**src/sgmii_tx_pkg.sv**
```systemverilog
package sgmii_tx_pkg;

    // FIFO sizing. The depth is also the credit count a source owns after reset.
    localparam int BUF_DEPTH       = 16;
    localparam int BUF_START_LEVEL = 4;                     // Occupancy that starts a drain.
    localparam int BUF_PTR_W       = $clog2(BUF_DEPTH);
    localparam int BUF_CNT_W       = $clog2(BUF_DEPTH + 1); // Count must reach BUF_DEPTH.

    // Autonegotiation link timer, in tbi_tx_clk cycles.
    localparam int AN_LINK_TIMER = 1000;
    localparam int AN_TIMER_W    = $clog2(AN_LINK_TIMER + 1);

    // Symbol byte codes ahead of the 8b/10b encoder.
    localparam logic [7:0] K28_5 = 8'hBC;                   // Comma, first byte of every set.
    localparam logic [7:0] D21_5 = 8'hB5;                   // Second byte of /C1/.
    localparam logic [7:0] D2_2  = 8'h42;                   // Second byte of /C2/.
    localparam logic [7:0] D16_2 = 8'h50;                   // Second byte of /I2/.
    localparam logic [7:0] K30_7 = 8'hFE;                   // Error propagation.

    // One GMII transmit cycle.
    typedef struct packed {
        logic [7:0] txd;
        logic       tx_en;
        logic       tx_err;
    } gmii_tx_t;

    // One symbol toward the encoder.
    typedef struct packed {
        logic [7:0] data;
        logic       is_k;
    } tx_sym_t;

    // Head of the byte buffer as offered to the mux.
    typedef struct packed {
        logic       valid;
        logic [7:0] data;
        logic       err;
    } buf_out_t;

    // SGMII configuration word, MSB first.
    typedef struct packed {
        logic       link_up;
        logic       ack;
        logic       reserved_13;
        logic       duplex;
        logic [1:0] speed;                                  // 2'b10 is 1000 Mb/s.
        logic [8:0] reserved_9_1;
        logic       sgmii_sel;
    } cfg_fields_t;

    // The same word seen as fields by the generator and as two bytes on the wire.
    typedef union packed {
        cfg_fields_t fields;
        logic [15:0] raw;
    } cfg_word_u;

    // Link up, full duplex, 1000 Mb/s, SGMII. The ack bit is added at run time.
    localparam cfg_fields_t CFG_BASE = '{
        link_up:      1'b1,
        ack:          1'b0,
        reserved_13:  1'b0,
        duplex:       1'b1,
        speed:        2'b10,
        reserved_9_1: 9'd0,
        sgmii_sel:    1'b1
    };

endpackage

```
**src/sgmii_tx_buf.sv**
```systemverilog
`timescale 1ns/1ps

module sgmii_tx_buf (
    input  logic                   tbi_tx_clk,
    input  logic                   tbi_tx_rdy,
    input  sgmii_tx_pkg::gmii_tx_t gmii,
    input  logic                   pop,
    output sgmii_tx_pkg::buf_out_t head,
    output logic                   credit_return
);
    import sgmii_tx_pkg::*;

    // Stored payload of one GMII cycle.
    typedef struct packed {
        logic       err;
        logic [7:0] data;
    } buf_entry_t;

    buf_entry_t           mem [BUF_DEPTH];
    logic [BUF_PTR_W-1:0] wr_ptr;
    logic [BUF_PTR_W-1:0] rd_ptr;
    logic [BUF_CNT_W-1:0] count;
    logic [BUF_CNT_W-1:0] count_nxt;
    logic                 draining;
    logic                 push;
    logic                 pop_ok;

    // The credit scheme guarantees room for every enabled cycle.
    assign push   = gmii.tx_en;
    assign pop_ok = pop && head.valid;                      // A stray pop is ignored.

    // Storage array, written at the edge where tx_en is high.
    always_ff @(posedge tbi_tx_clk) begin
        if (push) begin
            mem[wr_ptr] <= '{err: gmii.tx_err, data: gmii.txd};
        end
    end

    always_ff @(posedge tbi_tx_clk or negedge tbi_tx_rdy) begin
        if (!tbi_tx_rdy) begin
            wr_ptr <= '0;
            rd_ptr <= '0;
        end else begin
            if (push) begin
                wr_ptr <= wr_ptr + 1'b1;                    // Depth is a power of two.
            end
            if (pop_ok) begin
                rd_ptr <= rd_ptr + 1'b1;
            end
        end
    end

    // Occupancy after this cycle's push and pop.
    always_comb begin
        count_nxt = count;
        if (push && !pop_ok) begin
            count_nxt = count + 1'b1;
        end else if (pop_ok && !push) begin
            count_nxt = count - 1'b1;
        end
    end

    always_ff @(posedge tbi_tx_clk or negedge tbi_tx_rdy) begin
        if (!tbi_tx_rdy) begin
            count <= '0;
        end else begin
            count <= count_nxt;
        end
    end

    // Start hysteresis: hold bytes until the threshold, then drain to empty.
    always_ff @(posedge tbi_tx_clk or negedge tbi_tx_rdy) begin
        if (!tbi_tx_rdy) begin
            draining <= 1'b0;
        end else if (count_nxt == '0) begin
            draining <= 1'b0;
        end else if (count_nxt >= BUF_CNT_W'(BUF_START_LEVEL)) begin
            draining <= 1'b1;
        end
    end

    // Each consumed byte hands one credit back, a cycle after the pop.
    always_ff @(posedge tbi_tx_clk or negedge tbi_tx_rdy) begin
        if (!tbi_tx_rdy) begin
            credit_return <= 1'b0;
        end else begin
            credit_return <= pop_ok;
        end
    end

    always_comb begin
        head.valid = draining && (count != '0);
        head.data  = mem[rd_ptr].data;
        head.err   = mem[rd_ptr].err;                       // Payload is only meaningful with valid.
    end

endmodule

```
**src/sgmii_autoneg_gen.sv**
```systemverilog
`timescale 1ns/1ps

module sgmii_autoneg_gen (
    input  logic                  tbi_tx_clk,
    input  logic                  tbi_tx_rdy,
    input  logic                  autoneg_start,
    input  logic                  autoneg_ack,
    output sgmii_tx_pkg::tx_sym_t an_sym
);
    import sgmii_tx_pkg::*;

    logic [2:0]            seq;                             // Position of the symbol on an_sym.
    logic [2:0]            seq_nxt;
    logic [AN_TIMER_W-1:0] link_timer;
    logic                  timer_done;
    cfg_word_u             cfg;

    // Symbol at one position of the /C1/ /C2/ pair of ordered sets.
    function automatic tx_sym_t seq_sym(input logic [2:0] pos, input cfg_word_u word);
        tx_sym_t sym;
        case (pos)
            3'd0: sym = '{data: K28_5, is_k: 1'b1};
            3'd1: sym = '{data: D21_5, is_k: 1'b0};
            3'd4: sym = '{data: K28_5, is_k: 1'b1};
            3'd5: sym = '{data: D2_2, is_k: 1'b0};
            3'd2,
            3'd6: sym = '{data: word.raw[7:0], is_k: 1'b0};
            default: sym = '{data: word.raw[15:8], is_k: 1'b0};
        endcase
        return sym;
    endfunction

    // The timer runs while autoneg_start is held and saturates at the limit.
    always_ff @(posedge tbi_tx_clk or negedge tbi_tx_rdy) begin
        if (!tbi_tx_rdy) begin
            link_timer <= '0;
        end else if (!autoneg_start) begin
            link_timer <= '0;
        end else if (!timer_done) begin
            link_timer <= link_timer + 1'b1;
        end
    end

    assign timer_done = (link_timer == AN_TIMER_W'(AN_LINK_TIMER));

    // A zero word until the link timer expires.
    always_comb begin
        cfg.raw = '0;
        if (timer_done) begin
            cfg.fields     = CFG_BASE;
            cfg.fields.ack = autoneg_ack;
        end
    end

    assign seq_nxt = seq + 3'd1;

    // The tx reset value stands in for position 0, so this stage starts at position 1.
    always_ff @(posedge tbi_tx_clk or negedge tbi_tx_rdy) begin
        if (!tbi_tx_rdy) begin
            seq    <= 3'd1;
            an_sym <= '{data: D21_5, is_k: 1'b0};
        end else begin
            seq    <= seq_nxt;                              // Wraps after the /C2/ set.
            an_sym <= seq_sym(seq_nxt, cfg);
        end
    end

endmodule

```
**src/sgmii_tx_mux.sv**
```systemverilog
`timescale 1ns/1ps

module sgmii_tx_mux (
    input  logic                   tbi_tx_clk,
    input  logic                   tbi_tx_rdy,
    input  logic                   autoneg_done,
    input  sgmii_tx_pkg::tx_sym_t  an_sym,
    input  sgmii_tx_pkg::buf_out_t head,
    output logic                   pop,
    output sgmii_tx_pkg::tx_sym_t  tx
);
    import sgmii_tx_pkg::*;

    tx_sym_t sel;
    logic    idle_second;                                   // Next symbol closes an idle pair.
    logic    idle_second_nxt;

    always_comb begin
        sel             = an_sym;
        pop             = 1'b0;
        idle_second_nxt = 1'b0;
        if (autoneg_done) begin
            if (idle_second) begin
                sel = '{data: D16_2, is_k: 1'b0};
            end else if (head.valid) begin
                pop = 1'b1;
                if (head.err) begin
                    sel = '{data: K30_7, is_k: 1'b1};       // Error byte replaces the data.
                end else begin
                    sel = '{data: head.data, is_k: 1'b0};
                end
            end else begin
                // Nothing ready, so open an /I2/ pair.
                sel             = '{data: K28_5, is_k: 1'b1};
                idle_second_nxt = 1'b1;
            end
        end
    end

    always_ff @(posedge tbi_tx_clk or negedge tbi_tx_rdy) begin
        if (!tbi_tx_rdy) begin
            tx          <= '{data: K28_5, is_k: 1'b1};
            idle_second <= 1'b0;
        end else begin
            tx          <= sel;
            idle_second <= idle_second_nxt;
        end
    end

endmodule

```
**src/sgmii_tx_top.sv**
```systemverilog
`timescale 1ns/1ps

module sgmii_tx_top (
    input  logic                   tbi_tx_clk,
    input  logic                   tbi_tx_rdy,
    input  sgmii_tx_pkg::gmii_tx_t gmii,
    input  logic                   autoneg_start,
    input  logic                   autoneg_ack,
    input  logic                   autoneg_done,
    output logic                   credit_return,
    output sgmii_tx_pkg::tx_sym_t  tx
);
    import sgmii_tx_pkg::*;

    buf_out_t head;                                         // Buffer head toward the mux.
    logic     pop;
    tx_sym_t  an_sym;                                       // Configuration stream.

    sgmii_tx_buf u_buf (
        .tbi_tx_clk    (tbi_tx_clk),
        .tbi_tx_rdy    (tbi_tx_rdy),
        .gmii          (gmii),
        .pop           (pop),
        .head          (head),
        .credit_return (credit_return)
    );

    sgmii_autoneg_gen u_autoneg_gen (
        .tbi_tx_clk    (tbi_tx_clk),
        .tbi_tx_rdy    (tbi_tx_rdy),
        .autoneg_start (autoneg_start),
        .autoneg_ack   (autoneg_ack),
        .an_sym        (an_sym)
    );

    sgmii_tx_mux u_mux (
        .tbi_tx_clk   (tbi_tx_clk),
        .tbi_tx_rdy   (tbi_tx_rdy),
        .autoneg_done (autoneg_done),
        .an_sym       (an_sym),
        .head         (head),
        .pop          (pop),
        .tx           (tx)
    );

endmodule

```
**config.mk**
```make
export PLATFORM = sky130hd
export DESIGN_NAME = sgmii_tx_top
export DESIGN_NICKNAME = d
export VERILOG_FILES = /design/src/sgmii_tx_pkg.sv /design/src/sgmii_tx_buf.sv /design/src/sgmii_autoneg_gen.sv /design/src/sgmii_tx_mux.sv /design/src/sgmii_tx_top.sv
export SDC_FILE = /design/constraint.sdc
export NUM_CORES = 1
export LEC_CHECK = 0
export BUFFER_PORTS_ARGS = -buffer_cell sky130_fd_sc_hd__buf_2
export CAP_MARGIN = 15
export CELL_PAD_IN_SITES_DETAIL_PLACEMENT = 0
export CELL_PAD_IN_SITES_GLOBAL_PLACEMENT = 2
export CORE_MARGIN = 5
export CORE_UTILIZATION = 51
export CTS_BUF_LIST = sky130_fd_sc_hd__clkbuf_4 sky130_fd_sc_hd__clkbuf_8 sky130_fd_sc_hd__clkbuf_16
export DETAILED_ROUTE_END_ITERATION = 12
export GPL_ROUTABILITY_DRIVEN = 0
export GPL_TIMING_DRIVEN = 0
export HOLD_SLACK_MARGIN = 0.06
export PLACE_DENSITY_LB_ADDON = 0.1
export SYNTH_ARGS = -nofsm -noshare
export SYNTH_HDL_FRONTEND = slang
export SYNTH_SLANG_ARGS = --single-unit
```
**constraint.sdc**
```tcl
create_clock -name tbi_tx_clk -period 4.6 [get_ports tbi_tx_clk]
set_input_delay 1.15 -clock tbi_tx_clk [delete_from_list [all_inputs] [get_ports tbi_tx_clk]]
set_output_delay 1.15 -clock tbi_tx_clk [all_outputs]
set_load 0.01 [all_outputs]
```
==> out/metrics.yaml <==
outcome:
  outcome: "completed"
detailed_routing:
  via_count: 3879
  first_pass_iters: 4
  wl_met2_um: 7475
  first_iter_violations: 205
  wl_per_cell_um: 21.09
  wl_um: 14720
  ant_nets: 0
  drc: 0
  via_per_inst: 5.557
  top_layer: "met5"
  detail_route.wirelength.met1_um: 6286
  wl_met3_um: 814
global_routing:
  overflow: 0
  first_global_vias: 4048
  grt_antenna_before_repair: 1
  grt_usage_pct: 17.83
  grt_pass1_wl_um: 23450
  grt_max_degree: 46
worst_setup_path:
  crit_chain: "buf_2 > clkbuf_1 > buf_1 > nand2_1 > nor2_1"
  end_kind: "register"
  crit_required_ns: 4.64
  worstPathMaxFanout: 10
  slowest_delay_ns: 0.91
  critical_path.top_delay_family: "simple AND/OR/NAND/NOR gates"
  arrival_ns: 3.12
  cpMaxStageDelayCell: "nor2_1"
  worstSetupPathType: "in -> reg"
  path_buf_inv: 3
  cp-start-kind: "input port"
timing:
  slew_headroom_pct: 23.78
  holdWs_ns: 0.4649
  hold_viol: 0
  worstMarginPinSlew_ns: 1.139
  clock-skew-final_ns: 0.006487
  finalSetupViolCount: 0
  setup-tns-final_ns: 0
  max_freq_ghz: 0.3250
  grt_setup_unrepaired: "false"
  fin_crit_ns: 3.077
  slew_viol_final: 0
  finalCritPeriodShare_pct: 66.89
clock_tree:
  clk_latency_ns: 0.43
  htreeDepth: 4
  cts_tree: "yes"
  numCtsBuffers: 17
  cts_sinks: 189
  cts_max_path_buffers: 2
  cts_root_buf: "clkbuf_16"
  ctsResizeCount: 0
  clkTransAtPathRegs_ns: 0.07
  hold_buffers: 0
  post-cts-setup-buffers: 0
synthesis:
  yosysTopAreaCell: "edfxtp_1"
  synth_seq_cells: 189
  ys_types: 51
  ys.flop_type: "edfxtp_1"
  async_flop_share_pct: 23.81
  syn-num-nets: 476
  synth_top_area_share_pct: 55.71
  synth-edff-count: 144
  synthTopCellsByArea: "edfxtp_1, dfrtp_1, mux4_2, dfstp_2, ha_1"
  syn_area_um2: 7761
  yosysSeqAreaShare_pct: 70.39
  synth.avg_cell_area_um2: 17.32
  ys_warn_count: 0
  synthCells: 448
power_and_ir_drop:
  power_switching_uw: 1561
  p_leak_uw: 0.003138
  vdd_drop_max_mv: 0.3379
  sequentialPowerShare_pct: 41.8
  power.share.clock_pct: 28.6
  power.density_nw_per_um2: 591.6
  pwr-share-comb_pct: 29.7
  p_sw_share_pct: 30.01
  internal-power_uw: 3641
  power_uw: 5202
floorplan:
  dieArea_um2: 17780
  die_w_um: 133.4
  fp.dieH_um: 133.4
  rows: 45
  core_um2: 15090
  ios: 25
  start_util_pct: 51.43
final_layout:
  design_area_um2: 8793
  final_nets: 525
  diodes: 0
  synthToLayoutAreaGrowth_pct: 13.30
  seqCellArea_um2: 5463
  layout_commonest_cell: "edfxtp_1"
  layout_common_cells: "edfxtp_1, dfrtp_1, mux4_2"
  drive_gt1_share_pct: 26.67
  fill_cells: 1140
  multi_input_area_um2: 2137
  fin_cells: 698
placed_design:
  dpl_cell_area_um2: 8169
  dpl.cell_count: 665
  io_buffers: 24
  dp_hpwl_um: 9806
job:
  maxCapViolations: 0
worst_hold_path:
  min_path_type: "reg -> reg"
## kinds of logic after synthesis
logic type,count (synthesis),synth area share (%)
flops,189,70.39
simple gates,101,6.465
mux,56,13.65
buf+inv,37,2.208
compound gates,32,2.902
xor+xnor,18,2.031
fa+ha+maj,15,2.354
## synthesized netlist by cell type (3+ instances only)
cell type / n
buf_1: 5
buf_2: 7
nand3_1: 8
mux4_2: 34
mux4_1: 3
nor3_1: 5
dfstp_2: 10
dfrtp_1: 35
clkbuf_1: 6
edfxtp_1: 144
xnor2_1: 14
nand3b_1: 3
nand2b_1: 8
mux2i_1: 5
and2_1: 6
a21oi_1: 7
nor2_1: 25
xor2_1: 4
nand4_1: 6
inv_1: 15
a22oi_1: 3
mux2_2: 12
nand2_1: 27
ha_1: 13
o21ai_0: 8
## registers in the layout, summed over array words and instances, names as in the netlist
signal / flops
u_autoneg_gen.an_sym: 7
u_autoneg_gen.link_timer: 10
u_autoneg_gen.seq: 3
u_buf.count: 5
u_buf.credit_return: 1
u_buf.draining: 1
u_buf.mem: 144
u_buf.rd_ptr: 4
u_buf.wr_ptr: 4
u_mux.idle_second: 1
u_mux.tx: 9
## power groups by stage
stage          sequential [uW]  combinational [uW]  clock, uW
2_1_floorplan             2200                1110          0
3_3_place_gp              2200                1540          0
3_5_place_dp              2210                1570          0
4_1_cts                   2170                1570       1510
5_1_grt                   2200                1690       1610
6_report                  2170                1540       1490
## through the flow
step                      util (%)  setup WS [ns]
final                        58.28          1.523
after global routing         58.28          1.356
after CTS                    58.14          1.488
after detailed placement     54.14          1.039
after global placement       53.79         0.3442
after floorplan                  -          1.657
## worst reg2reg max path, cell delays in order, from the launching register on
cell     delay [ns]
dfrtp_1        0.35
buf_2          0.34
buf_4          0.31
buf_2          0.35
mux4_2         0.41
o22ai_2        0.32
a21oi_1        0.12
a221o_1        0.28
## area by class of cell
class | instances | area share, %
inverter | 15 | 0.6403
timing repair buffer | 30 | 2.077
clock buffer | 20 | 5.165
multi-input combinational | 222 | 24.30
tap | 188 | 2.675
clock inverter | 12 | 1.707
sequential | 189 | 62.12
buffer | 22 | 1.309
## routing by layer
layer | vias to the layer above | global-route usage [%]
met1 | 1966 | 24.12
met3 | 15 | 4.041
met2 | 78 | 29.46
met4 | 2 | 4.971
li1 | 1818 | -
met5 | - | 0
## worst paths after layout
path | startpoint | to | slack (ns) | cells after the start
max | gmii[1] | u_buf.mem[5][3]$_DFFE_PP_ | 1.52 | 5
min | u_autoneg_gen.an_sym[0]$_DFF_PN0_ | u_mux.tx[0]$_DFF_PN1_ | 0.46 | 1
max reg2reg | u_buf.rd_ptr[0]$_DFFE_PN0P_ | u_mux.tx[8]$_DFF_PN1_ | 2.05 | 7
min reg2reg | u_autoneg_gen.an_sym[0]$_DFF_PN0_ | u_mux.tx[0]$_DFF_PN1_ | 0.46 | 1
max in group asynchronous | tbi_tx_rdy | u_autoneg_gen.an_sym[6]$_DFF_PN1_ | 3.57 | 2
min in group asynchronous | tbi_tx_rdy | u_buf.count[2]$_DFF_PN0_ | 0.53 | 1
Note: power is estimated with default switching activity, not from simulation.
